File: config.mk
export PLATFORM = sky130hd
export DESIGN_NAME = max_reset_gen
export DESIGN_NICKNAME = d
export VERILOG_FILES = /design/src/hdl/max_pkg.sv /design/src/hdl/max_reset_gen.sv
export SDC_FILE = /design/constraint.sdc
export NUM_CORES = 1
export LEC_CHECK = 0
export BUFFER_PORTS_ARGS = -buffer_cell sky130_fd_sc_hd__buf_4
export CAP_MARGIN = 10
export CORE_AREA = 5 5 42 44
export DETAILED_ROUTE_END_ITERATION = 8
export DIE_AREA = 0 0 47 49
export PLACE_DENSITY = 0.51
export SETUP_SLACK_MARGIN = 0.5
export SKIP_CTS_REPAIR_TIMING = 1
export SLEW_MARGIN = 10
export SYNTH_ARGS = -nofsm -noshare
export SYNTH_HDL_FRONTEND = slang
export SYNTH_SLANG_ARGS = --single-unit
File: constraint.sdc
create_clock -name clk_cpu -period 2.39 [get_ports clk_cpu]
set_input_delay 0.239 -clock clk_cpu [delete_from_list [all_inputs] [get_ports clk_cpu]]
set_output_delay 0.239 -clock clk_cpu [all_outputs]
set_load 0.01 [all_outputs]
File: src/hdl/max_pkg.sv
package max_pkg;

	// Flow control
	localparam int MAX_REQ_CREDITS = 4;     // Request queue depth
	localparam int MAX_RSP_CREDITS = 2;
	localparam int MAX_REQ_PTR_W   = $clog2(MAX_REQ_CREDITS);
	localparam int MAX_REQ_CNT_W   = $clog2(MAX_REQ_CREDITS + 1);
	localparam int MAX_RSP_CRED_W  = $clog2(MAX_RSP_CREDITS + 1);

	localparam int MAX_RESET_STRETCH = 255;  // Cycles held after all sources clear

	// Memory sizes
	localparam int MAX_RAM_DEPTH    = 2048;
	localparam int MAX_COLRAM_DEPTH = 1024;

	// Memory map, matched on the upper address bits
	localparam logic [4:0] MAP_RAM_HI    = 5'b00000;   // 0000-07FF
	localparam logic [5:0] MAP_COLRAM_HI = 6'b110110;  // D800-DBFF
	localparam logic [7:0] MAP_CIA_HI    = 8'hDC;      // DC00-DCFF

	// CRA bit positions
	localparam int CRA_START   = 0;
	localparam int CRA_ONESHOT = 3;

	typedef struct packed {
		logic [15:0] addr;
		logic [7:0]  wdata;
		logic        wr;
	} max_req_t;

	typedef struct packed {
		logic [7:0] rdata;
		logic       wr;     // Echo of the request type
	} max_rsp_t;

	typedef struct packed {
		logic        valid;
		logic        wr;
		logic [15:0] addr;
		logic [7:0]  wdata;
	} max_cyc_t;

	typedef enum logic [1:0] {
		RGN_RAM    = 2'd0,
		RGN_COLRAM = 2'd1,
		RGN_CIA    = 2'd2,
		RGN_OPEN   = 2'd3   // Nothing mapped here
	} max_region_e;

	typedef enum logic [3:0] {
		CIA_PRA = 4'd0,   // Keyboard columns out
		CIA_PRB = 4'd1,   // Keyboard rows in
		CIA_TAL = 4'd4,
		CIA_TAH = 4'd5,
		CIA_ICR = 4'd13,
		CIA_CRA = 4'd14
	} max_cia_reg_e;

endpackage

File: src/hdl/max_reset_gen.sv
`timescale 1ns/1ps

module max_reset_gen import max_pkg::*; (
	input  logic clk_cpu,
	input  logic rst_n,
	input  logic pll_locked,
	input  logic reset_button,
	output logic sys_reset
);

	logic       hold;   // Any reset source active
	logic [7:0] cnt;

	assign hold = !rst_n || !pll_locked || reset_button;

	// Restarts from zero whenever a source is active
	always_ff @(posedge clk_cpu) begin
		if (hold) begin
			cnt <= 8'd0;
		end else if (cnt != 8'(MAX_RESET_STRETCH)) begin
			cnt <= cnt + 8'd1;
		end
	end

	assign sys_reset = hold || (cnt != 8'(MAX_RESET_STRETCH));

	// Saturates at the limit, never wraps back to zero on its own
	a_cnt_limit: assert property (
		@(posedge clk_cpu) disable iff (!rst_n)
		!hold |=> cnt != 8'd0
	);

endmodule

==> flow_summary.html <==
<table>
<tr><th>Metric</th><th>Value</th></tr>
<tr><th colspan="2">Status</th></tr>
<tr><td>Status</td><td>finished clean</td></tr>
<tr><th colspan="2">Timing</th></tr>
<tr><td>Tcrit/Tclk final</td><td>0.6959</td></tr>
<tr><td>Final-layout setup total negative slack</td><td>0 ns</td></tr>
<tr><td>Pins over their slew limit</td><td>0</td></tr>
<tr><td>Transition time at the pin with the least slew margin</td><td>0.2941 ns</td></tr>
<tr><td>Shortest period the worst path allows</td><td>around 1.7 ns</td></tr>
<tr><td>Final worst setup slack</td><td>roughly 0.73 ns</td></tr>
<tr><td>Maximum operating frequency</td><td>between 600 and 700 MHz</td></tr>
<tr><td>RSZ-0062 raised after global routing</td><td>no</td></tr>
<tr><td>Worst Hold Margin</td><td>roughly 0.38 ns</td></tr>
<tr><td>Slew headroom</td><td>0.8037</td></tr>
<tr><td>Clock Skews</td><td>0.004278 ns</td></tr>
<tr><td>Final setup violation count</td><td>0</td></tr>
<tr><td>Final hold violations</td><td>0</td></tr>
<tr><th colspan="2">Synth</th></tr>
<tr><td>Net count of the mapped netlist</td><td>53</td></tr>
<tr><td>Yosys warning total</td><td>0</td></tr>
<tr><td>Flip-flop and latch count after synthesis</td><td>8</td></tr>
<tr><td>Synth cell types</td><td>25</td></tr>
<tr><td>Cells after Synth</td><td>48</td></tr>
<tr><td>Synth Area per Inst</td><td>9.097 sq um</td></tr>
<tr><td>Largest area contributor in the synthesized netlist</td><td>dfxtp_1</td></tr>
<tr><td>Share of Yosys cell area claimed by the top area cell type</td><td>0.3668</td></tr>
<tr><td>Summed instance area of the synthesized netlist</td><td>about 440 sq um</td></tr>
<tr><td>Fraction of the yosys area taken by sequential cells</td><td>0.3668</td></tr>
<tr><td>Largest cells by area after synthesis</td><td>dfxtp_1 (37%), a211oi_2 (5.7%), nor3_1 (5.7%), a21oi_1 (4.6%), nand3_1 (4.6%)</td></tr>
<tr><th colspan="2">Power</th></tr>
<tr><td>Post-layout total power</td><td>249.5 uW</td></tr>
<tr><td>Reported leakage power</td><td>approximately 0.16 nW</td></tr>
<tr><td>Power density relative to cell area</td><td>between 500 and 600 nW/um^2</td></tr>
<tr><td>Highest ir drop seen on vdd</td><td>0.0002216 V</td></tr>
<tr><th colspan="2">CTS</th></tr>
<tr><td>Clock tree root driver cell</td><td>clkbuf_4</td></tr>
<tr><td>CTS tree</td><td>yes</td></tr>
<tr><td>Post-CTS clock slew at the launch and capture registers of the worst setup and hold paths</td><td>approximately 0.05 ns</td></tr>
<tr><td>Total clock buffers created by CTS</td><td>3</td></tr>
<tr><td>Level count of the clock H-tree</td><td>1</td></tr>
<tr><td>Total clock sinks</td><td>8</td></tr>
<tr><td>Clock Tree Buf Depth</td><td>2</td></tr>
<tr><td>Worst-skew pair later-pin latency</td><td>around 0.26 ns</td></tr>
<tr><th colspan="2">Worst setup path</th></tr>
<tr><td>Setup slack of the worst register-to-register path</td><td>1.11 ns</td></tr>
<tr><td>Max Fanout on Critical Path</td><td>5</td></tr>
<tr><td>CP Data Required Time</td><td>about 2.2 ns</td></tr>
<tr><td>Capturing element type of the critical path</td><td>output pin</td></tr>
<tr><td>Signal arrival time at the worst endpoint</td><td>between 1 and 1.5 ns</td></tr>
<tr><td>Critical path class</td><td>reg2out</td></tr>
<tr><td>CP Launch Type</td><td>flop</td></tr>
<tr><th colspan="2">Floorplanning</th></tr>
<tr><td>Die boundary height</td><td>49 microns</td></tr>
<tr><td>Area of the die</td><td>~2300 sq um</td></tr>
<tr><td>I/O pin count</td><td>5</td></tr>
<tr><td>Horizontal die dimension</td><td>between 40 and 50 microns</td></tr>
<tr><td>Initial Util</td><td>0.3116</td></tr>
<tr><td>Area of the placeable core</td><td>approximately 1400 sq um</td></tr>
<tr><td>Row count</td><td>14</td></tr>
<tr><th colspan="2">Route</th></tr>
<tr><td>Number of iterations in the first detailed-routing pass</td><td>4</td></tr>
<tr><td>Post-detailed-route count of antenna-violating nets</td><td>0</td></tr>
<tr><td>Via count of the routed design</td><td>between 300 and 400</td></tr>
<tr><td>Detailed Route Iter0 Violations</td><td>14</td></tr>
<tr><td>Wire length per cell</td><td>roughly 11 microns</td></tr>
<tr><td>Vias/cell</td><td>between 5 and 6</td></tr>
<tr><td>Total DRC errors in the routed layout</td><td>0</td></tr>
<tr><td>Total wire length after detailed routing</td><td>between 700 and 800 microns</td></tr>
<tr><th colspan="2">Global routing</th></tr>
<tr><td>Total routing usage reported by global routing</td><td>0.08169</td></tr>
<tr><td>Antenna violations before repair</td><td>0</td></tr>
<tr><td>Maximum number of pins on one net before global-route repair</td><td>10</td></tr>
<tr><td>Global-route wire length before repair</td><td>roughly 1400 microns</td></tr>
<tr><td>Vias in the first global route</td><td>340</td></tr>
<tr><td>Remaining global-route overflow</td><td>0</td></tr>
<tr><th colspan="2">Layout</th></tr>
<tr><td>Antenna Diode Count</td><td>0</td></tr>
<tr><td>Regs by FF count</td><td>cnt x8</td></tr>
<tr><td>Reg with most FFs</td><td>cnt</td></tr>
<tr><td>Share of layout cells above drive strength 1</td><td>0.2642</td></tr>
<tr><td>Total number of nets in the final design</td><td>60</td></tr>
<tr><td>FILL cells</td><td>approximately 160</td></tr>
<tr><td>Flip-flop count of the largest register after layout</td><td>8</td></tr>
<tr><td>Core Util, Final</td><td>0.3518</td></tr>
<tr><td>Layout overhead on the synthesized area</td><td>12.89%</td></tr>
<tr><th colspan="2">Placement</th></tr>
<tr><td>Worst slack at placement</td><td>~1 ns</td></tr>
<tr><td>Routability cong.</td><td>between 0.7 and 0.8</td></tr>
<tr><td>Count of input and output buffers</td><td>4</td></tr>
<tr><th colspan="2">Run</th></tr>
<tr><td>Max-cap violations</td><td>0</td></tr>
<tr><th colspan="2">Hold path</th></tr>
<tr><td>Hold Crit Class</td><td>in2reg</td></tr>
</table>
-- area by class of cell --
| type | instances | area, sq um | area share |
|---|---|---|---|
| sequential | 8 | 160.2 | 0.3249 |
| clock buffer | 3 | 22.52 | 0.04569 |
| timing repair buffer | 4 | 30.03 | 0.06091 |
| tap | 16 | 20.02 | 0.04061 |
| multi-input combinational | 38 | 260.3 | 0.5279 |
-- critical path: stages, from the launching register on --
cell,delay [ns]
dfxtp_1,0.40
ha_1,0.25
and4_4,0.28
nand3_1,0.08
buf_4,0.15
-- metrics by stage --
stage | instance area, sq um | std cells
floorplan | 436.7 | 48
global placement | 470.5 | 66
detailed placement | 470.5 | 66
CTS | 493.0 | 69
global route | 493.0 | 69
finish | 493.0 | 69
-- final timing paths --
check	from	endpoint	cells past startpoint
setup / recovery	cnt[0]$_SDFFE_PP0P_	sys_reset	4
hold / removal	reset_button	cnt[3]$_SDFFE_PP0P_	3
hold reg to reg	cnt[5]$_SDFFE_PP0P_	cnt[5]$_SDFFE_PP0P_	2
setup reg to reg	cnt[0]$_SDFFE_PP0P_	cnt[3]$_SDFFE_PP0P_	4
-- Yosys cell counts --
cell and number:
nand2b_2 1, and4_4 1, a211oi_2 2, buf_2 1
and2_4 1, buf_6 1, and3_1 1, and3b_1 1
a31oi_1 1, nand3_1 4, o21ai_0 2, o21bai_1 1
ha_1 1, a21oi_1 4, a21oi_2 1, nand4_1 2
mux2i_1 1, nor3_1 5, and4_1 1, o311a_1 1
a21boi_0 1, nand2_1 4, dfxtp_1 8, nand3_2 1
nand3b_1 1
-- power breakdown --
part | switching (mW) | internal (mW)
Clock | 0.0469 | 0.0575
Combinational | 0.00419 | 0.00536
Sequential | 0.00115 | 0.134
-- layer usage --
| metal | track usage | routed length (microns) | up-vias |
|---|---|---|---|
| met3 | 0.02214 | 27 | 5 |
| met4 | 0.06912 | 38 | 0 |
| met2 | 0.1131 | 354 | 7 |
| met1 | 0.09890 | 368 | 162 |
| li1 | - | - | 199 |
| met5 | 0 | 0 | - |
-- kinds of logic (layout without fill, tap and decap cells) --
kind of cell | after synthesis | count (layout) | synth area share
flip-flops | 8 | 8 | 0.3668
buffers and inverters | 2 | 7 | 0.03724
multiplexers | 1 | 1 | 0.02292
adder cells (fa/ha/maj) | 1 | 1 | 0.02865
AND/OR/NAND/NOR | 23 | 23 | 0.3267
AO/OA/AOI/OAI | 13 | 13 | 0.2178
-- placed cells by master, fill, tap and decap left out, types with 2 or more instances in the layout --
cell type and instances:
dfxtp_1 8, clkbuf_4 3, buf_4 4, nand3_1 4
nand2_1 4, nand4_1 2, a21oi_1 4, o21ai_0 2
a211oi_2 2, nor3_1 5
Note: power is estimated with default switching activity, not from simulation.
