<file path="src/hdl/max_pkg.sv">
package max_pkg;

	// Flow control
	localparam int MAX_REQ_CREDITS = 4;     // Request queue depth
	localparam int MAX_RSP_CREDITS = 2;
	localparam int MAX_REQ_PTR_W   = $clog2(MAX_REQ_CREDITS);
	localparam int MAX_REQ_CNT_W   = $clog2(MAX_REQ_CREDITS + 1);
	localparam int MAX_RSP_CRED_W  = $clog2(MAX_RSP_CREDITS + 1);

	localparam int MAX_RESET_STRETCH = 255;  // Cycles held after all sources clear

	// Memory sizes
	localparam int MAX_RAM_DEPTH    = 2048;
	localparam int MAX_COLRAM_DEPTH = 1024;

	// Memory map, matched on the upper address bits
	localparam logic [4:0] MAP_RAM_HI    = 5'b00000;   // 0000-07FF
	localparam logic [5:0] MAP_COLRAM_HI = 6'b110110;  // D800-DBFF
	localparam logic [7:0] MAP_CIA_HI    = 8'hDC;      // DC00-DCFF

	// CRA bit positions
	localparam int CRA_START   = 0;
	localparam int CRA_ONESHOT = 3;

	typedef struct packed {
		logic [15:0] addr;
		logic [7:0]  wdata;
		logic        wr;
	} max_req_t;

	typedef struct packed {
		logic [7:0] rdata;
		logic       wr;     // Echo of the request type
	} max_rsp_t;

	typedef struct packed {
		logic        valid;
		logic        wr;
		logic [15:0] addr;
		logic [7:0]  wdata;
	} max_cyc_t;

	typedef enum logic [1:0] {
		RGN_RAM    = 2'd0,
		RGN_COLRAM = 2'd1,
		RGN_CIA    = 2'd2,
		RGN_OPEN   = 2'd3   // Nothing mapped here
	} max_region_e;

	typedef enum logic [3:0] {
		CIA_PRA = 4'd0,   // Keyboard columns out
		CIA_PRB = 4'd1,   // Keyboard rows in
		CIA_TAL = 4'd4,
		CIA_TAH = 4'd5,
		CIA_ICR = 4'd13,
		CIA_CRA = 4'd14
	} max_cia_reg_e;

endpackage

</file>
<file path="src/hdl/max_cia.sv">
`timescale 1ns/1ps

module max_cia import max_pkg::*; (
	input  logic       clk_cpu,
	input  logic       rst_n,
	input  logic       sys_reset,
	input  logic       sel,
	input  max_cyc_t   cyc,
	input  logic [7:0] kbd_rows,
	output logic [7:0] rdata,
	output logic [7:0] kbd_cols,
	output logic       irq_n
);

	max_cia_reg_e reg_sel;
	logic         wr_en;
	logic         rd_en;
	logic [15:0]  latch;
	logic [15:0]  counter;
	logic         start;
	logic         oneshot;
	logic         flag;       // Timer A interrupt flag
	logic         mask;
	logic         underflow;

	assign reg_sel   = max_cia_reg_e'(cyc.addr[3:0]);
	assign wr_en     = sel && cyc.wr;
	assign rd_en     = sel && !cyc.wr;
	assign underflow = start && (counter == 16'd0);

	always_ff @(posedge clk_cpu) begin
		if (!rst_n || sys_reset) begin
			kbd_cols <= 8'h00;
			latch    <= 16'd0;
			counter  <= 16'd0;
			start    <= 1'b0;
			oneshot  <= 1'b0;
			flag     <= 1'b0;
			mask     <= 1'b0;
		end else begin
			if (wr_en) begin
				case (reg_sel)
					CIA_PRA: kbd_cols    <= cyc.wdata;
					CIA_TAL: latch[7:0]  <= cyc.wdata;
					CIA_TAH: latch[15:8] <= cyc.wdata;
					CIA_ICR: mask        <= cyc.wdata[0];
					default: ;
				endcase
			end

			// Timer, a CRA write takes priority
			if (wr_en && reg_sel == CIA_CRA) begin
				start   <= cyc.wdata[CRA_START];
				oneshot <= cyc.wdata[CRA_ONESHOT];
				if (cyc.wdata[CRA_START]) begin
					counter <= latch;
				end
			end else if (underflow) begin
				counter <= latch;   // Reload
				if (oneshot) begin
					start <= 1'b0;
				end
			end else if (start) begin
				counter <= counter - 16'd1;
			end

			// Set beats the read clear
			if (underflow) begin
				flag <= 1'b1;
			end else if (rd_en && reg_sel == CIA_ICR) begin
				flag <= 1'b0;
			end
		end
	end

	always_ff @(posedge clk_cpu) begin
		if (rd_en) begin
			case (reg_sel)
				CIA_PRA: rdata <= kbd_cols;
				CIA_PRB: rdata <= kbd_rows;
				CIA_TAL: rdata <= counter[7:0];
				CIA_TAH: rdata <= counter[15:8];
				CIA_ICR: rdata <= {flag && mask, 6'd0, flag};
				CIA_CRA: rdata <= {4'd0, oneshot, 2'd0, start};
				default: rdata <= 8'h00;
			endcase
		end
	end

	assign irq_n = !(flag && mask);

	// Flag only comes from a running timer
	a_flag_running: assert property (
		@(posedge clk_cpu) disable iff (!rst_n || sys_reset)
		$rose(flag) |-> $past(start)
	);

endmodule

</file>
<file path="config.mk">
export PLATFORM = sky130hd
export DESIGN_NAME = max_cia
export DESIGN_NICKNAME = d
export VERILOG_FILES = /design/src/hdl/max_pkg.sv /design/src/hdl/max_cia.sv
export SDC_FILE = /design/constraint.sdc
export NUM_CORES = 1
export LEC_CHECK = 0
export ABC_AREA = 0
export ABC_CLOCK_PERIOD_IN_PS = 1700
export BUFFER_PORTS_ARGS = -buffer_cell sky130_fd_sc_hd__clkbuf_2
export CORE_MARGIN = 4
export CORE_UTILIZATION = 50
export DETAILED_ROUTE_END_ITERATION = 12
export PLACE_DENSITY_LB_ADDON = 0.15
export SKIP_CTS_REPAIR_TIMING = 1
export SLEW_MARGIN = 20
export SYNTH_ARGS = -nofsm -noshare
export SYNTH_HDL_FRONTEND = slang
export SYNTH_SLANG_ARGS = --single-unit
</file>
<file path="constraint.sdc">
create_clock -name clk_cpu -period 1.7 [get_ports clk_cpu]
set_input_delay 0.17 -clock clk_cpu [delete_from_list [all_inputs] [get_ports clk_cpu]]
set_output_delay 0.17 -clock clk_cpu [all_outputs]
set_load 0.1 [all_outputs]
</file>
==> flow_summary.json, run 1 <==
{
  "clk_path_buf_depth": 2,
  "arrival_ns": 2.08,
  "fin_crit_ns": 1.82,
  "power_density_nw_per_um2": 606,
  "final_antenna_net_count": 0,
  "synth_edf_count": 8,
  "fin_tns_setup_ns": -0.867,
  "path_class": "flop to flop",
  "synth.largest_area_cell": "dfxtp_1",
  "rsz0062_at_grt": "true",
  "dpl.hpwl_mm": 6.66,
  "die_w_um": 83.2,
  "viasPerCell": 5.91,
  "synth_cells": 314,
  "globalRouteOverflowTotal": 0,
  "violations": "setup timing",
  "core_um2": 5510,
  "cts.clk_slew.worst_paths_ns": 0.11,
  "worst_clock_skew_ns": 0.0134,
  "postSynthAreaPerCell_um2": 9.01,
  "grt_pass1_wl_mm": 14.0,
  "worstMarginPinSlew_ns": 0.553,
  "grt_usage_pct": 24.8,
  "avgRoutedWirePerCell_um": 18.1,
  "crit_chain": "inv_2 > ha_4 > nor4b_4 > buf_4 > nand4b_1 > buf_6 > o21ai_4 > a22o_1 > a32o_1",
  "ys_top_cells_by_area": "dfxtp_1 (31%), mux2i_1 (12%), edfxtp_1 (8.5%)",
  "drcViolationCount": 0,
  "die-area_um2": 6920,
  "setup_ws_ns": -0.120,
  "start_util_pct": 51.4,
  "port_buffers": 41,
  "synth.top_cell.area_share_pct": 31.2,
  "synth-async-reset-ratio_pct": 0,
  "h-tree-depth": 2,
  "clk_latency_ns": 0.31,
  "hold_viol": 0,
  "grt_pass1_vias": 2748,
  "setup_violations": 15,
  "slowest_stage": "dfxtp_2",
  "cts.sink_count": 52,
  "ys_types": 60,
  "ys_seq_elements": 52,
  "antenna_cells": 0,
  "first_pass_iters": 4,
  "die-height_um": 83.2,
  "antenna_found_initial": 0,
  "synth.most_common_cell": "nor2_1",
  "drv_cap": 0,
  "leakagePower_nw": 1.55,
  "grt_max_degree": 20,
  "max_stage_delay_ns": 0.34,
  "cts_inserted_buffers": 5,
  "first_iter_violations": 358,
  "synthToLayoutAreaGrowth_pct": 34.7,
  "peakVddDrop_mv": 0.625,
  "synth_area_um2": 2830,
  "wl_mm": 8.71,
  "vias": 2843,
  "start_kind": "flop",
  "fin_crit_sh_pct": 107,
  "synth_common_cells": "nor2_1 (46), dfxtp_1 (44), mux2i_1 (33)",
  "nets": 447,
  "ys.flop_type": "dfxtp_1",
  "place_area_um2": 3490,
  "relSlewSlack_pct": 63.3,
  "design_area_um2": 3810,
  "fill_cells": 450,
  "cts-root-buf": "clkbuf_8",
  "status": "finished with violations",
  "slew_viol_final": 0,
  "cp-end-kind": "flop",
  "drive_gt1_share_pct": 36.9,
  "max_freq_mhz": 549,
  "cp.required_ns": 1.96,
  "ys_seq_area_share_pct": 39.6,
  "hp-class": "input port to flop",
  "pin_count": 55,
  "gp_congestion": 0.965,
  "row_count": 27,
  "syn-num-nets": 353,
  "cts_tree": "built",
  "cp_max_fo": 8,
  "yosys_warnings": 0
}
## sequential cells by signal, indices dropped and copies added, names as in the netlist
| name | flops |
|---|---|
| counter | 16 |
| oneshot | 1 |
| flag | 1 |
| start | 1 |
| kbd_cols | 8 |
| mask | 1 |
| latch | 16 |
| rdata | 8 |
## final cells by class
cell class | count | area, um2 | share of cell area [%]
multi-input cells | 238 | 1720 | 45.1
flip-flops and latches | 52 | 1130 | 29.6
repair buffers | 106 | 754 | 19.8
well taps | 72 | 90.1 | 2.37
clock buffers | 5 | 68.8 | 1.81
clock inverters | 3 | 28.8 | 0.756
inverters | 5 | 18.8 | 0.493
## report_power, final
| part | total [W] | internal, W | switching, W | leakage, nW |
|---|---|---|---|---|
| Clock | 0.000770 | 0.000312 | 0.000458 | 0.0511 |
| Sequential | 0.00126 | 0.00125 | 0.00000453 | 0.436 |
| Combinational | 0.000279 | 0.000102 | 0.000176 | 1.07 |
| Total | 0.00231 | 0.00167 | 0.000639 | 1.55 |
## stage by stage
| stage | setup slack (ns) | utilization (%) | std cells | total power, W | hold slack [ns] |
|---|---|---|---|---|---|
| 6_report | -0.120 | 69.2 | 481 | 0.00231 | 0.127 |
| 5_1_grt | -0.212 | 69.2 | 481 | 0.00239 | 0.146 |
| 2_1_floorplan | -0.0151 | - | 314 | 0.00145 | 0.306 |
| 4_1_cts | -0.142 | 65.2 | 471 | 0.00231 | 0.128 |
| 3_3_place_gp | -0.0624 | 63.4 | 463 | 0.00155 | 0.450 |
| 3_5_place_dp | -0.110 | 63.4 | 463 | 0.00155 | 0.456 |
## cell families after synthesis
group	Yosys count	synth area share (%)
AO/OA/AOI/OAI	68	18.1
adder cells (fa/ha/maj)	1	0.442
buffers and inverters	25	4.60
flip-flops	52	39.6
multiplexers	33	11.7
AND/OR/NAND/NOR	135	25.5
## placed cells by master, fill, tap and decap left out, types with 5 or more instances in the layout
cell type	n
o21ai_0	8
o211ai_1	6
clkbuf_8	5
nor2_1	46
nand3_1	12
dfxtp_1	40
nand4_1	8
nand2_1	20
a21oi_1	13
mux2i_1	33
edfxtp_1	8
a221o_1	6
buf_4	58
clkbuf_2	41
nor3_1	10
## worst paths after layout
check / from / to / slack, ns / cells past startpoint
setup / recovery: counter[0]$_SDFFE_PP0P_ / counter[14]$_SDFFE_PP0P_ / -0.12 / 9
hold / removal: cyc[6] / kbd_cols[6]$_SDFFE_PP0P_ / 0.13 / 3
setup reg to reg: counter[0]$_SDFFE_PP0P_ / counter[14]$_SDFFE_PP0P_ / -0.12 / 9
hold reg to reg: latch[0]$_SDFFE_PP0P_ / counter[0]$_SDFFE_PP0P_ / 0.48 / 2
## critical path: cells and delay by family, from the launching register on
| kind | cells | cell delay [ns] |
|---|---|---|
| and+or+nand+nor | 2 | 0.30 |
| adders and majority gates | 1 | 0.14 |
| DFF | 1 | 0.34 |
| buffers and inverters | 3 | 0.39 |
| AOI/OAI and AO/OA | 3 | 0.59 |
## metal layers
layer	routed length (um)	global-route usage, %	up-vias
li1	-	-	1373
met1	3930	35.7	1338
met2	4000	39.3	120
met3	676	3.47	12
met4	110	5.79	0
met5	0	0	-
(Power assumes the default switching activity.)
==> run 2: changes to the inputs <==
- CORE_ASPECT_RATIO: unset -> 1.1
==> flow_summary.json, run 2 (synthesis gave the netlist of run 1 again) <==
{
  "status": "finished with violations",
  "violations": "setup timing",
  "slew_viol_final": 0,
  "start_kind": "flop",
  "fill_cells": 431,
  "rsz0062_at_grt": "true",
  "arrival_ns": 2.01,
  "fin_crit_ns": 1.81,
  "max_freq_mhz": 553,
  "port_buffers": 41,
  "antenna_cells": 0,
  "setup_ws_ns": -0.107,
  "worst_clock_skew_ns": 0.00959,
  "drive_gt1_share_pct": 38.3,
  "leakagePower_nw": 1.54,
  "avgRoutedWirePerCell_um": 17.9,
  "grt_max_degree": 18,
  "viasPerCell": 6.00,
  "hold_viol": 0,
  "power_density_nw_per_um2": 599,
  "first_pass_iters": 5,
  "path_class": "flop to flop",
  "cts_tree": "built",
  "r2r_slack_ns": -0.11,
  "peakVddDrop_mv": 0.578,
  "total_power_w": 0.00227,
  "worst_hold_slack_ns": 0.128,
  "core_um2": 5430,
  "first_iter_violations": 235,
  "dpl.hpwl_mm": 6.47,
  "gp_congestion": 0.957,
  "wl_mm": 8.59,
  "cts_inserted_buffers": 5,
  "drcViolationCount": 0,
  "synthToLayoutAreaGrowth_pct": 34.2,
  "pin_count": 55,
  "cp-end-kind": "flop",
  "hp-class": "input port to flop",
  "fin_cells": 480,
  "grt_pass1_vias": 2695,
  "relSlewSlack_pct": 64.0,
  "drv_cap": 0,
  "cts.clk_slew.worst_paths_ns": 0.10,
  "cp.required_ns": 1.90,
  "fin_crit_sh_pct": 106,
  "cts-root-buf": "clkbuf_8",
  "grt_pass1_wl_mm": 13.6,
  "top_regs": "counter: 16 flops, latch: 16 flops",
  "layout_common_cells": "buf_4 (55), nor2_1 (45), clkbuf_2 (41), dfxtp_1 (40), mux2i_1 (33)",
  "start_util_pct": 52.1,
  "final_antenna_net_count": 0,
  "row_count": 28,
  "globalRouteOverflowTotal": 0,
  "nets": 443,
  "die_w_um": 79.7,
  "cts.sink_count": 52,
  "clk_latency_ns": 0.31,
  "layout_commonest_cell": "buf_4",
  "cp_max_fo": 8,
  "die-height_um": 86.9,
  "setup_violations": 13,
  "worstMarginPinSlew_ns": 0.542,
  "h-tree-depth": 2,
  "die-area_um2": 6920,
  "vias": 2881,
  "clk_path_buf_depth": 2,
  "grt_usage_pct": 25.3,
  "antenna_found_initial": 0,
  "dpl.cell_count": 465
}
## run 2: changes by cell type in the layout (fill, tap and decap cells not counted), sizes merged
cell    before  now
buf         65   62
a21oi       16   15
clkinv       0    2
inv          8    6
## run 2: through the flow
stage                     utilization, %  setup TNS [ns]  worst slack, ns  cell area (um2)
after detailed placement            64.2          -0.504           -0.118             3490
final                               69.9          -0.581           -0.107             3790
after floorplan                        -         -0.0255          -0.0151             2850
after global placement              64.2          -0.130          -0.0492             3490
after global routing                69.9           -1.74           -0.214             3790
after CTS                           65.9          -0.865           -0.159             3580
## run 2: cell type report
type / instances / area [um2] / area share [%]
multi-input cells: 237 / 1740 / 45.9
flip-flops and latches: 52 / 1130 / 29.7
repair buffers: 103 / 723 / 19.1
well taps: 75 / 93.8 / 2.47
clock buffers: 5 / 68.8 / 1.81
clock inverters: 3 / 22.5 / 0.593
inverters: 5 / 18.8 / 0.495
## run 2: final timing paths
path,to,cells after the start,start
min,latch[14]$_SDFFE_PP0P_,3,cyc[6]
max,counter[2]$_SDFFE_PP0P_,7,counter[0]$_SDFFE_PP0P_
min reg2reg,flag$_SDFFE_PP0P_,2,flag$_SDFFE_PP0P_
max reg2reg,counter[2]$_SDFFE_PP0P_,7,counter[0]$_SDFFE_PP0P_
## run 2: metal layers
layer / wire length (um) / global-route usage [%] / up-vias / share of wire (%)
met1: 3640 / 35.1 / 1356 / 42
met2: 4090 / 40.1 / 147 / 48
met3: 672 / 3.83 / 21 / 7.8
li1: - / - / 1357 / -
met5: 0 / 0 / - / 0
met4: 187 / 9.22 / 0 / 2.2
## run 2: worst max-delay path, stage by stage (launching register included)
cell     delay, ns
dfxtp_2       0.35
inv_2         0.05
ha_4          0.17
nor4b_4       0.13
and4b_2       0.27
a21oi_4       0.33
mux2i_1       0.28
o32ai_2       0.11
## run 2: power by group
part / total [W] / switching (W) / internal (W) / leakage, nW
logic: 0.000276 / 0.000177 / 0.0000990 / 1.06
clock network: 0.000736 / 0.000440 / 0.000296 / 0.0485
registers: 0.00126 / 0.00000420 / 0.00126 / 0.436
total: 0.00227 / 0.000621 / 0.00165 / 1.54
