$ cat src/hdl/max_pkg.sv
package max_pkg;

	// Flow control
	localparam int MAX_REQ_CREDITS = 4;     // Request queue depth
	localparam int MAX_RSP_CREDITS = 2;
	localparam int MAX_REQ_PTR_W   = $clog2(MAX_REQ_CREDITS);
	localparam int MAX_REQ_CNT_W   = $clog2(MAX_REQ_CREDITS + 1);
	localparam int MAX_RSP_CRED_W  = $clog2(MAX_RSP_CREDITS + 1);

	localparam int MAX_RESET_STRETCH = 255;  // Cycles held after all sources clear

	// Memory sizes
	localparam int MAX_RAM_DEPTH    = 2048;
	localparam int MAX_COLRAM_DEPTH = 1024;

	// Memory map, matched on the upper address bits
	localparam logic [4:0] MAP_RAM_HI    = 5'b00000;   // 0000-07FF
	localparam logic [5:0] MAP_COLRAM_HI = 6'b110110;  // D800-DBFF
	localparam logic [7:0] MAP_CIA_HI    = 8'hDC;      // DC00-DCFF

	// CRA bit positions
	localparam int CRA_START   = 0;
	localparam int CRA_ONESHOT = 3;

	typedef struct packed {
		logic [15:0] addr;
		logic [7:0]  wdata;
		logic        wr;
	} max_req_t;

	typedef struct packed {
		logic [7:0] rdata;
		logic       wr;     // Echo of the request type
	} max_rsp_t;

	typedef struct packed {
		logic        valid;
		logic        wr;
		logic [15:0] addr;
		logic [7:0]  wdata;
	} max_cyc_t;

	typedef enum logic [1:0] {
		RGN_RAM    = 2'd0,
		RGN_COLRAM = 2'd1,
		RGN_CIA    = 2'd2,
		RGN_OPEN   = 2'd3   // Nothing mapped here
	} max_region_e;

	typedef enum logic [3:0] {
		CIA_PRA = 4'd0,   // Keyboard columns out
		CIA_PRB = 4'd1,   // Keyboard rows in
		CIA_TAL = 4'd4,
		CIA_TAH = 4'd5,
		CIA_ICR = 4'd13,
		CIA_CRA = 4'd14
	} max_cia_reg_e;

endpackage

$ cat src/hdl/max_bus_ctrl.sv
`timescale 1ns/1ps

module max_bus_ctrl import max_pkg::*; (
	input  logic        clk_cpu,
	input  logic        rst_n,
	input  logic        sys_reset,
	input  logic        req_valid,
	input  max_req_t    req,
	input  logic        rsp_credit,
	input  max_region_e region,
	input  logic [7:0]  ram_rdata,
	input  logic [3:0]  colram_rdata,
	input  logic [7:0]  cia_rdata,
	output logic        req_credit,
	output max_cyc_t    cyc,
	output logic        rsp_valid,
	output max_rsp_t    rsp
);

	max_req_t                  queue [MAX_REQ_CREDITS];
	logic [MAX_REQ_PTR_W-1:0]  wr_ptr;
	logic [MAX_REQ_PTR_W-1:0]  rd_ptr;
	logic [MAX_REQ_CNT_W-1:0]  q_count;
	logic [MAX_RSP_CRED_W-1:0] rsp_cred;   // Includes responses still in flight
	logic                      run;
	logic                      push;
	logic                      pop;
	max_region_e               rsp_rgn;
	logic                      rsp_wr;

	assign run  = rst_n && !sys_reset;
	assign push = run && req_valid;
	assign pop  = (q_count != '0) && (rsp_cred != '0);

	always_ff @(posedge clk_cpu) begin
		if (push) begin
			queue[wr_ptr] <= req;
		end
	end

	always_ff @(posedge clk_cpu) begin
		if (!run) begin
			wr_ptr     <= '0;
			rd_ptr     <= '0;
			q_count    <= '0;
			rsp_cred   <= MAX_RSP_CRED_W'(MAX_RSP_CREDITS);
			req_credit <= 1'b0;
			cyc.valid  <= 1'b0;
			rsp_valid  <= 1'b0;
		end else begin
			if (push) begin
				wr_ptr <= (wr_ptr == MAX_REQ_PTR_W'(MAX_REQ_CREDITS - 1)) ? '0 : wr_ptr + 1'b1;
			end
			if (pop) begin
				rd_ptr    <= (rd_ptr == MAX_REQ_PTR_W'(MAX_REQ_CREDITS - 1)) ? '0 : rd_ptr + 1'b1;
				cyc.wr    <= queue[rd_ptr].wr;
				cyc.addr  <= queue[rd_ptr].addr;
				cyc.wdata <= queue[rd_ptr].wdata;
			end
			cyc.valid  <= pop;
			req_credit <= pop;        // Slot freed, credit back to master
			rsp_valid  <= cyc.valid;  // Device data arrives with this

			case ({push, pop})
				2'b10:   q_count <= q_count + 1'b1;
				2'b01:   q_count <= q_count - 1'b1;
				default: ;
			endcase

			case ({pop, rsp_credit})
				2'b10:   rsp_cred <= rsp_cred - 1'b1;
				2'b01:   rsp_cred <= rsp_cred + 1'b1;
				default: ;
			endcase
		end
	end

	// Region and type of the cycle on the bus, used for the response
	always_ff @(posedge clk_cpu) begin
		rsp_rgn <= region;
		rsp_wr  <= cyc.wr;
	end

	always_comb begin
		rsp.wr = rsp_wr;
		if (rsp_wr) begin
			rsp.rdata = 8'h00;
		end else begin
			case (rsp_rgn)
				RGN_RAM:    rsp.rdata = ram_rdata;
				RGN_COLRAM: rsp.rdata = {4'hF, colram_rdata};
				RGN_CIA:    rsp.rdata = cia_rdata;
				default:    rsp.rdata = 8'hFF;   // Open bus
			endcase
		end
	end

	// A full queue can only take a request if one leaves the same cycle
	a_no_overflow: assert property (
		@(posedge clk_cpu) disable iff (!run)
		(req_valid && q_count == MAX_REQ_CREDITS) |-> pop
	);

	a_rsp_cred: assert property (
		@(posedge clk_cpu) disable iff (!run)
		rsp_cred <= MAX_RSP_CREDITS
	);

endmodule

$ cat config.mk
export PLATFORM = sky130hd
export DESIGN_NAME = max_bus_ctrl
export DESIGN_NICKNAME = d
export VERILOG_FILES = /design/src/hdl/max_pkg.sv /design/src/hdl/max_bus_ctrl.sv
export SDC_FILE = /design/constraint.sdc
export NUM_CORES = 1
export LEC_CHECK = 0
export BUFFER_PORTS_ARGS = -buffer_cell sky130_fd_sc_hd__buf_2
export CAP_MARGIN = 20
export CORE_UTILIZATION = 35
export CTS_BUF_LIST = sky130_fd_sc_hd__clkbuf_4
export DETAILED_ROUTE_END_ITERATION = 8
export GPL_TIMING_DRIVEN = 0
export PLACE_DENSITY = 0.62
export SLEW_MARGIN = 20
export SYNTH_ARGS = -nofsm -noshare
export SYNTH_HDL_FRONTEND = slang
export SYNTH_SLANG_ARGS = --single-unit
$ cat constraint.sdc
create_clock -name clk_cpu -period 4.7 [get_ports clk_cpu]
set_input_delay 0 -clock clk_cpu [delete_from_list [all_inputs] [get_ports clk_cpu]]
set_output_delay 0 -clock clk_cpu [all_outputs]
set_load 0.02 [all_outputs]
==> results.yml, run 1 <==
pwr:
  p_leak_uw: 0.00229
  vdd_drop_max_uv: 120
  p_per_area_nw_per_um2: 322
placement:
  dpl_cell_area_um2: 5980
  io_buffer_count: 88
  gp_congestion: 0.657
  place_hpwl_um: 6010
logic_synthesis:
  ys_warn_count: 0
  synth_edf_count: 125
  synth_area_leader_cell: "edfxtp_1"
  ys.flop_type: "edfxtp_1"
  ys_ff_latch: 139
  synthesis.area_um2: 5230
  syn_avg_cell_area_um2: 20.6
  synth.distinct_cells: 31
  yosysTopAreaCellShare: 0.718
  async_flop_share: 0
  synth.most_common_cell: "edfxtp_1"
  netlist_instances: 254
  synth_common_cells: "125 x edfxtp_1, 20 x mux4_2, 16 x nor2_1, 14 x dfxtp_1"
  ys_seq_area_frac: 0.772
  synth_top_cells_by_area: "edfxtp_1 72%, mux4_2 8.6%, dfxtp_1 5.4%"
  synth_nets: 314
die:
  start_util: 0.360
  die_w_um: 124
  num_rows: 44
  die_h_um: 124
  core_area_um2: 14500
  io_pins: 89
  dieArea_um2: 15400
finish:
  nNetsFinal: 456
  syn2layout_area_growth_pct: 24.9
  num_antenna_cells: 0
  drive_above_1_share: 0.397
  fin_area_um2: 6530
  final_core_util: 0.449
global_route:
  gr-usage-all-layers: 0.131
  grt_pass1_vias: 2826
  antenna_found_initial: 0
  grt_pass1_wl_um: 14100
  overflow: 0
  grt_start_max_net_pins: 26
timing:
  period_share: 0.491
  slew_headroom: 0.523
  finalSetupViolCount: 0
  worst_slew_pin_slew_ns: 0.715
  clock_skew_ns: 0.0105
  finalHoldViolations: 0
  finalSetupTns_ns: 0
  fin_crit_ns: 2.31
  drv_slew: 0
  rsz0062_at_grt: "no"
  hold_slack_ns: 0.110
  max_freq_mhz: 433
critical_path:
  r2r_slack_ns: 2.39
  crit_cells: 5
  crit-reg2reg-capture: "rsp_cred[1]$_SDFFE_PP1P_"
  worstPathRequired_ns: 5.18
  cp.arrival_ns: 2.78
  crit_buf_inv: 1
  path_cells: "o32ai_2, ha_1, or3_1, nand3_1, dlygate4sd3_1"
  crit_slowest_cell: "o32ai_2"
  r2r_cells: 5
  crit_start: "q_count[2]$_SDFFE_PP0P_"
  critPathTopFamily: "compound AO/OA/AOI/OAI gates"
  cp-endpoint: "rsp_cred[1]$_SDFFE_PP1P_"
  critPathMaxFanout: 8
  critPathKind: "flop to flop"
  critPathLaunchType: "flop"
  max_stage_delay_ns: 0.57
  r2r_start: "q_count[2]$_SDFFE_PP0P_"
  worst_setup_path_end_kind: "flop"
drt:
  drt-total-wl_um: 9310
  route.detailed.drc: 0
  vias_per_cell: 4.65
  drt_iter0_drc: 97
  dr_total_vias: 2752
  routedWlPerCell_um: 15.7
  drtPass1Iterations: 4
  postRouteAntennaNets: 0
clocking:
  numCtsBuffers: 17
  clockRootBuffer: "clkbuf_4"
  postCtsSetupBuffers: 0
  clk_path_buf_depth: 2
  cts_tree: "built"
  clkSlewWorstSetupHoldPaths_ns: 0.11
  cts_hold_buf: 32
  clkSinkCount: 139
  cts_resized: 0
  ctsHtreeMaxLevel: 4
  clk_latency_ns: 0.52
job:
  max_cap_viol_count: 0
hold_path:
  hold_class: "input pin to flop"
run_status:
  status: "complete, no violations"
how the worst min path moves through the flow:
stage | cells past startpoint | endpoint | start | slack [ns]
2_1_floorplan | 0 | rsp_rgn[0]$_DFF_P_ | region[0] | 0.03
3_3_place_gp | 1 | rsp_rgn[0]$_DFF_P_ | region[0] | 0.11
3_5_place_dp | 1 | rsp_rgn[1]$_DFF_P_ | region[1] | 0.11
4_1_cts | 2 | rsp_rgn[1]$_DFF_P_ | region[1] | 0.05
5_1_grt | 2 | rsp_rgn[1]$_DFF_P_ | region[1] | 0.07
6_report | 2 | rsp_rgn[1]$_DFF_P_ | region[1] | 0.11
registers in the layout (all words and copies together), names as in the netlist:
register,flops
rsp_rgn,2
rsp_cred,2
rsp_valid,1
rsp_wr,1
queue,100
q_count,3
rd_ptr,2
wr_ptr,2
cyc,26
per-stage QoR:
stage / power [uW] / std cells / setup WS (ns)
floorplan: 1450 / 254 / 2.67
global placement: 1490 / 526 / 1.82
detailed placement: 1500 / 529 / 2.61
CTS: 2130 / 592 / 2.38
global route: 2200 / 592 / 2.21
finish: 2100 / 592 / 2.39
cells in the final DEF, fill, tap and decap left out, types with 5 or more instances in the layout:
cell / instances
dlygate4sd3_1: 32
mux4_2: 20
mux4_1: 5
ha_1: 7
inv_1: 7
clkbuf_4: 19
nor2_1: 15
edfxtp_1: 125
nor2b_1: 5
dfxtp_1: 14
buf_2: 93
clkinv_2: 5
kinds of logic after synthesis:
| family | synth area share |
|---|---|
| flops | 0.772 |
| simple gates | 0.0350 |
| mux | 0.122 |
| buf+inv | 0.0230 |
| compound gates | 0.0211 |
| fa+ha+maj | 0.0206 |
| xor+xnor | 0.00670 |
power by group:
group          internal (uW)  switching, uW
clock                    213            402
sequential              1360           5.74
combinational           66.8           57.9
metal layers:
metal	vias to the layer above	track usage	wire length, um
met2	90	0.227	4800
met3	10	0.0453	587
li1	1299	-	-
met1	1353	0.144	3770
met5	-	0	0
met4	0	0.0618	153
area by class of cell:
| type | instances | area [um^2] |
|---|---|---|
| buffer | 13 | 93.8 |
| tap | 184 | 230 |
| inverter | 7 | 26.3 |
| clock buffer | 19 | 143 |
| multi-input combinational | 95 | 1080 |
| timing repair buffer | 123 | 836 |
| sequential | 139 | 4030 |
| fill | 1307 | 8010 |
| clock inverter | 12 | 78.8 |
No activity file was read; power rests on OpenSTA's default activity.
==> run 2: changes to the inputs <==
==> constraint.sdc (replaced) <==
create_clock -name clk_cpu -period 2.2 [get_ports clk_cpu]
set_input_delay 0 -clock clk_cpu [delete_from_list [all_inputs] [get_ports clk_cpu]]
set_output_delay 0 -clock clk_cpu [all_outputs]
set_load 0.02 [all_outputs]
==> run 2 against run 1 <==
  * Via count about the same
  * Die area unchanged
  * Global-route usage about the same
  * Register-to-register slack worse by 2.2 ns
==> results.yml, run 2 (synthesis results as in run 1) <==
die:
  num_rows: 44
  die_h_um: 124
  die_w_um: 124
  io_pins: 89
  dieArea_um2: 15400
  core_area_um2: 14500
  start_util: 0.360
timing:
  clock_skew_ns: 0.0101
  slew_headroom: 0.527
  rsz0062_at_grt: "no"
  drv_slew: 0
  period_share: 0.904
  fin_crit_ns: 1.99
  worst_slew_pin_slew_ns: 0.709
  max_freq_mhz: 503
  finalSetupViolCount: 0
  finalSetupTns_ns: 0
  setup_ws_ns: 0.210
  finalHoldViolations: 0
  hold_slack_ns: 0.110
drt:
  vias_per_cell: 4.65
  drt-total-wl_um: 9270
  routedWlPerCell_um: 15.7
  postRouteAntennaNets: 0
  drt_iter0_drc: 89
  route.detailed.drc: 0
  dr_total_vias: 2751
  drtPass1Iterations: 4
critical_path:
  critPathKind: "flop to flop"
  crit_slowest_cell: "dfxtp_1"
  critPathMaxFanout: 8
  max_stage_delay_ns: 0.44
  critPathLaunchType: "flop"
  path_cells: "o32ai_4, inv_1, ha_1, inv_1, fa_1, xor2_1, or3_1, a21oi_1"
  crit-reg2reg-capture: "q_count[2]$_SDFFE_PP0P_"
  crit_top_cell: "inv_1"
  r2r_slack_ns: 0.21
  r2r_cells: 8
  worst_setup_path_end_kind: "flop"
  cp-endpoint: "q_count[2]$_SDFFE_PP0P_"
  cp.arrival_ns: 2.44
  worstPathRequired_ns: 2.65
  crit_start: "rsp_cred[0]$_SDFFE_PP0P_"
  r2r_start: "rsp_cred[0]$_SDFFE_PP0P_"
job:
  max_cap_viol_count: 0
global_route:
  overflow: 0
  grt_start_max_net_pins: 26
  antenna_found_initial: 0
  grt_pass1_vias: 2814
  gr-usage-all-layers: 0.131
  grt_pass1_wl_um: 14100
clocking:
  clk_latency_ns: 0.52
  ctsHtreeMaxLevel: 4
  clkSlewWorstSetupHoldPaths_ns: 0.11
  numCtsBuffers: 17
  clk_path_buf_depth: 2
  cts_tree: "built"
  clkSinkCount: 139
  clockRootBuffer: "clkbuf_4"
placement:
  placed_cells: 529
  preCtsSetupSlack_ns: 0.115
  dpl_cell_area_um2: 5980
  gp_congestion: 0.657
  place_hpwl_um: 6010
  io_buffer_count: 88
run_status:
  status: "complete, no violations"
finish:
  nNetsFinal: 455
  syn2layout_area_growth_pct: 24.9
  top_regs: "queue (100), cyc (26), q_count (3)"
  drive_above_1_share: 0.398
  fin_area_um2: 6530
  mostFrequentLayoutCell: "edfxtp_1"
  largest_reg_flops: 100
  top_register: "queue"
  fillers: 1306
  stdcell_count: 591
  layout_common_cells: "125 x edfxtp_1, 93 x buf_2, 31 x dlygate4sd3_1"
  num_antenna_cells: 0
pwr:
  pwr-share-seq: 0.648
  p_leak_uw: 0.00230
  p_clk_frac: 0.293
  vdd_drop_max_uv: 257
  pwr-share-comb: 0.059
  p_int_uw: 3500
  p_sw_uw: 997
  p_per_area_nw_per_um2: 689
  swShare: 0.222
hold_path:
  hold_class: "input pin to flop"
## run 2: changes by cell type in the layout (fill, tap and decap cells not counted)
cell / change
dlygate4sd3_1: -1
o32ai_4: +1
o32ai_2: -1
## run 2: per-stage QoR
step           power (uW)   util
6_report             4500  0.449
5_1_grt              4690  0.449
4_1_cts              4550  0.448
3_5_place_dp         3200  0.412
3_3_place_gp         3180  0.406
2_1_floorplan        3090      -
## run 2: critical path, delay by kind of cell, from the launching register on
kind	cells	cell delay (ns)
compound gates	2	0.31
flops	1	0.44
fa+ha+maj	2	0.56
simple gates	1	0.30
xor+xnor	1	0.16
buf+inv	2	0.15
## run 2: cell type report
class                           instances  area (um^2)  share of cell area
Buffer                                 13         93.8              0.0144
Clock buffer                           19          143              0.0219
Clock inverter                         12         78.8              0.0121
Inverter                                7         26.3             0.00403
Multi-Input combinational cell         95         1100               0.168
Sequential cell                       139         4030               0.618
Tap cell                              184          230              0.0353
Timing Repair Buffer                  122          826               0.127
## run 2: how the worst min path moves through the flow
stage                   start                 end  slack (ns)  cells past startpoint
floorplan           region[0]  rsp_rgn[0]$_DFF_P_        0.03                      0
global placement    region[0]  rsp_rgn[0]$_DFF_P_        0.11                      1
detailed placement  region[1]  rsp_rgn[1]$_DFF_P_        0.11                      1
CTS                 region[1]  rsp_rgn[1]$_DFF_P_        0.05                      2
global route        region[1]  rsp_rgn[1]$_DFF_P_        0.07                      2
finish              region[1]  rsp_rgn[1]$_DFF_P_        0.11                      2
## run 2: what timing repair did
item / in CTS / in global routing
setup buffers: 0 / 0
hold buffers: 31 / 0
setup endpoints to repair: 0 / 2
endpoints found under the hold margin: 108 / 0
gates resized for setup: 0 / 1
## run 2: power by group through the flow
stage	combinational [uW]	clock (uW)	sequential [uW]
final	266	1320	2910
after global routing	297	1480	2920
after CTS	270	1370	2910
after detailed placement	225	0	2970
after global placement	205	0	2970
after floorplan	112	0	2980
## run 2: per-layer routing
metal | track usage | wire length (um)
met3 | 0.0453 | 714
met4 | 0.0618 | 153
met2 | 0.227 | 4780
met5 | 0 | 0
met1 | 0.144 | 3620
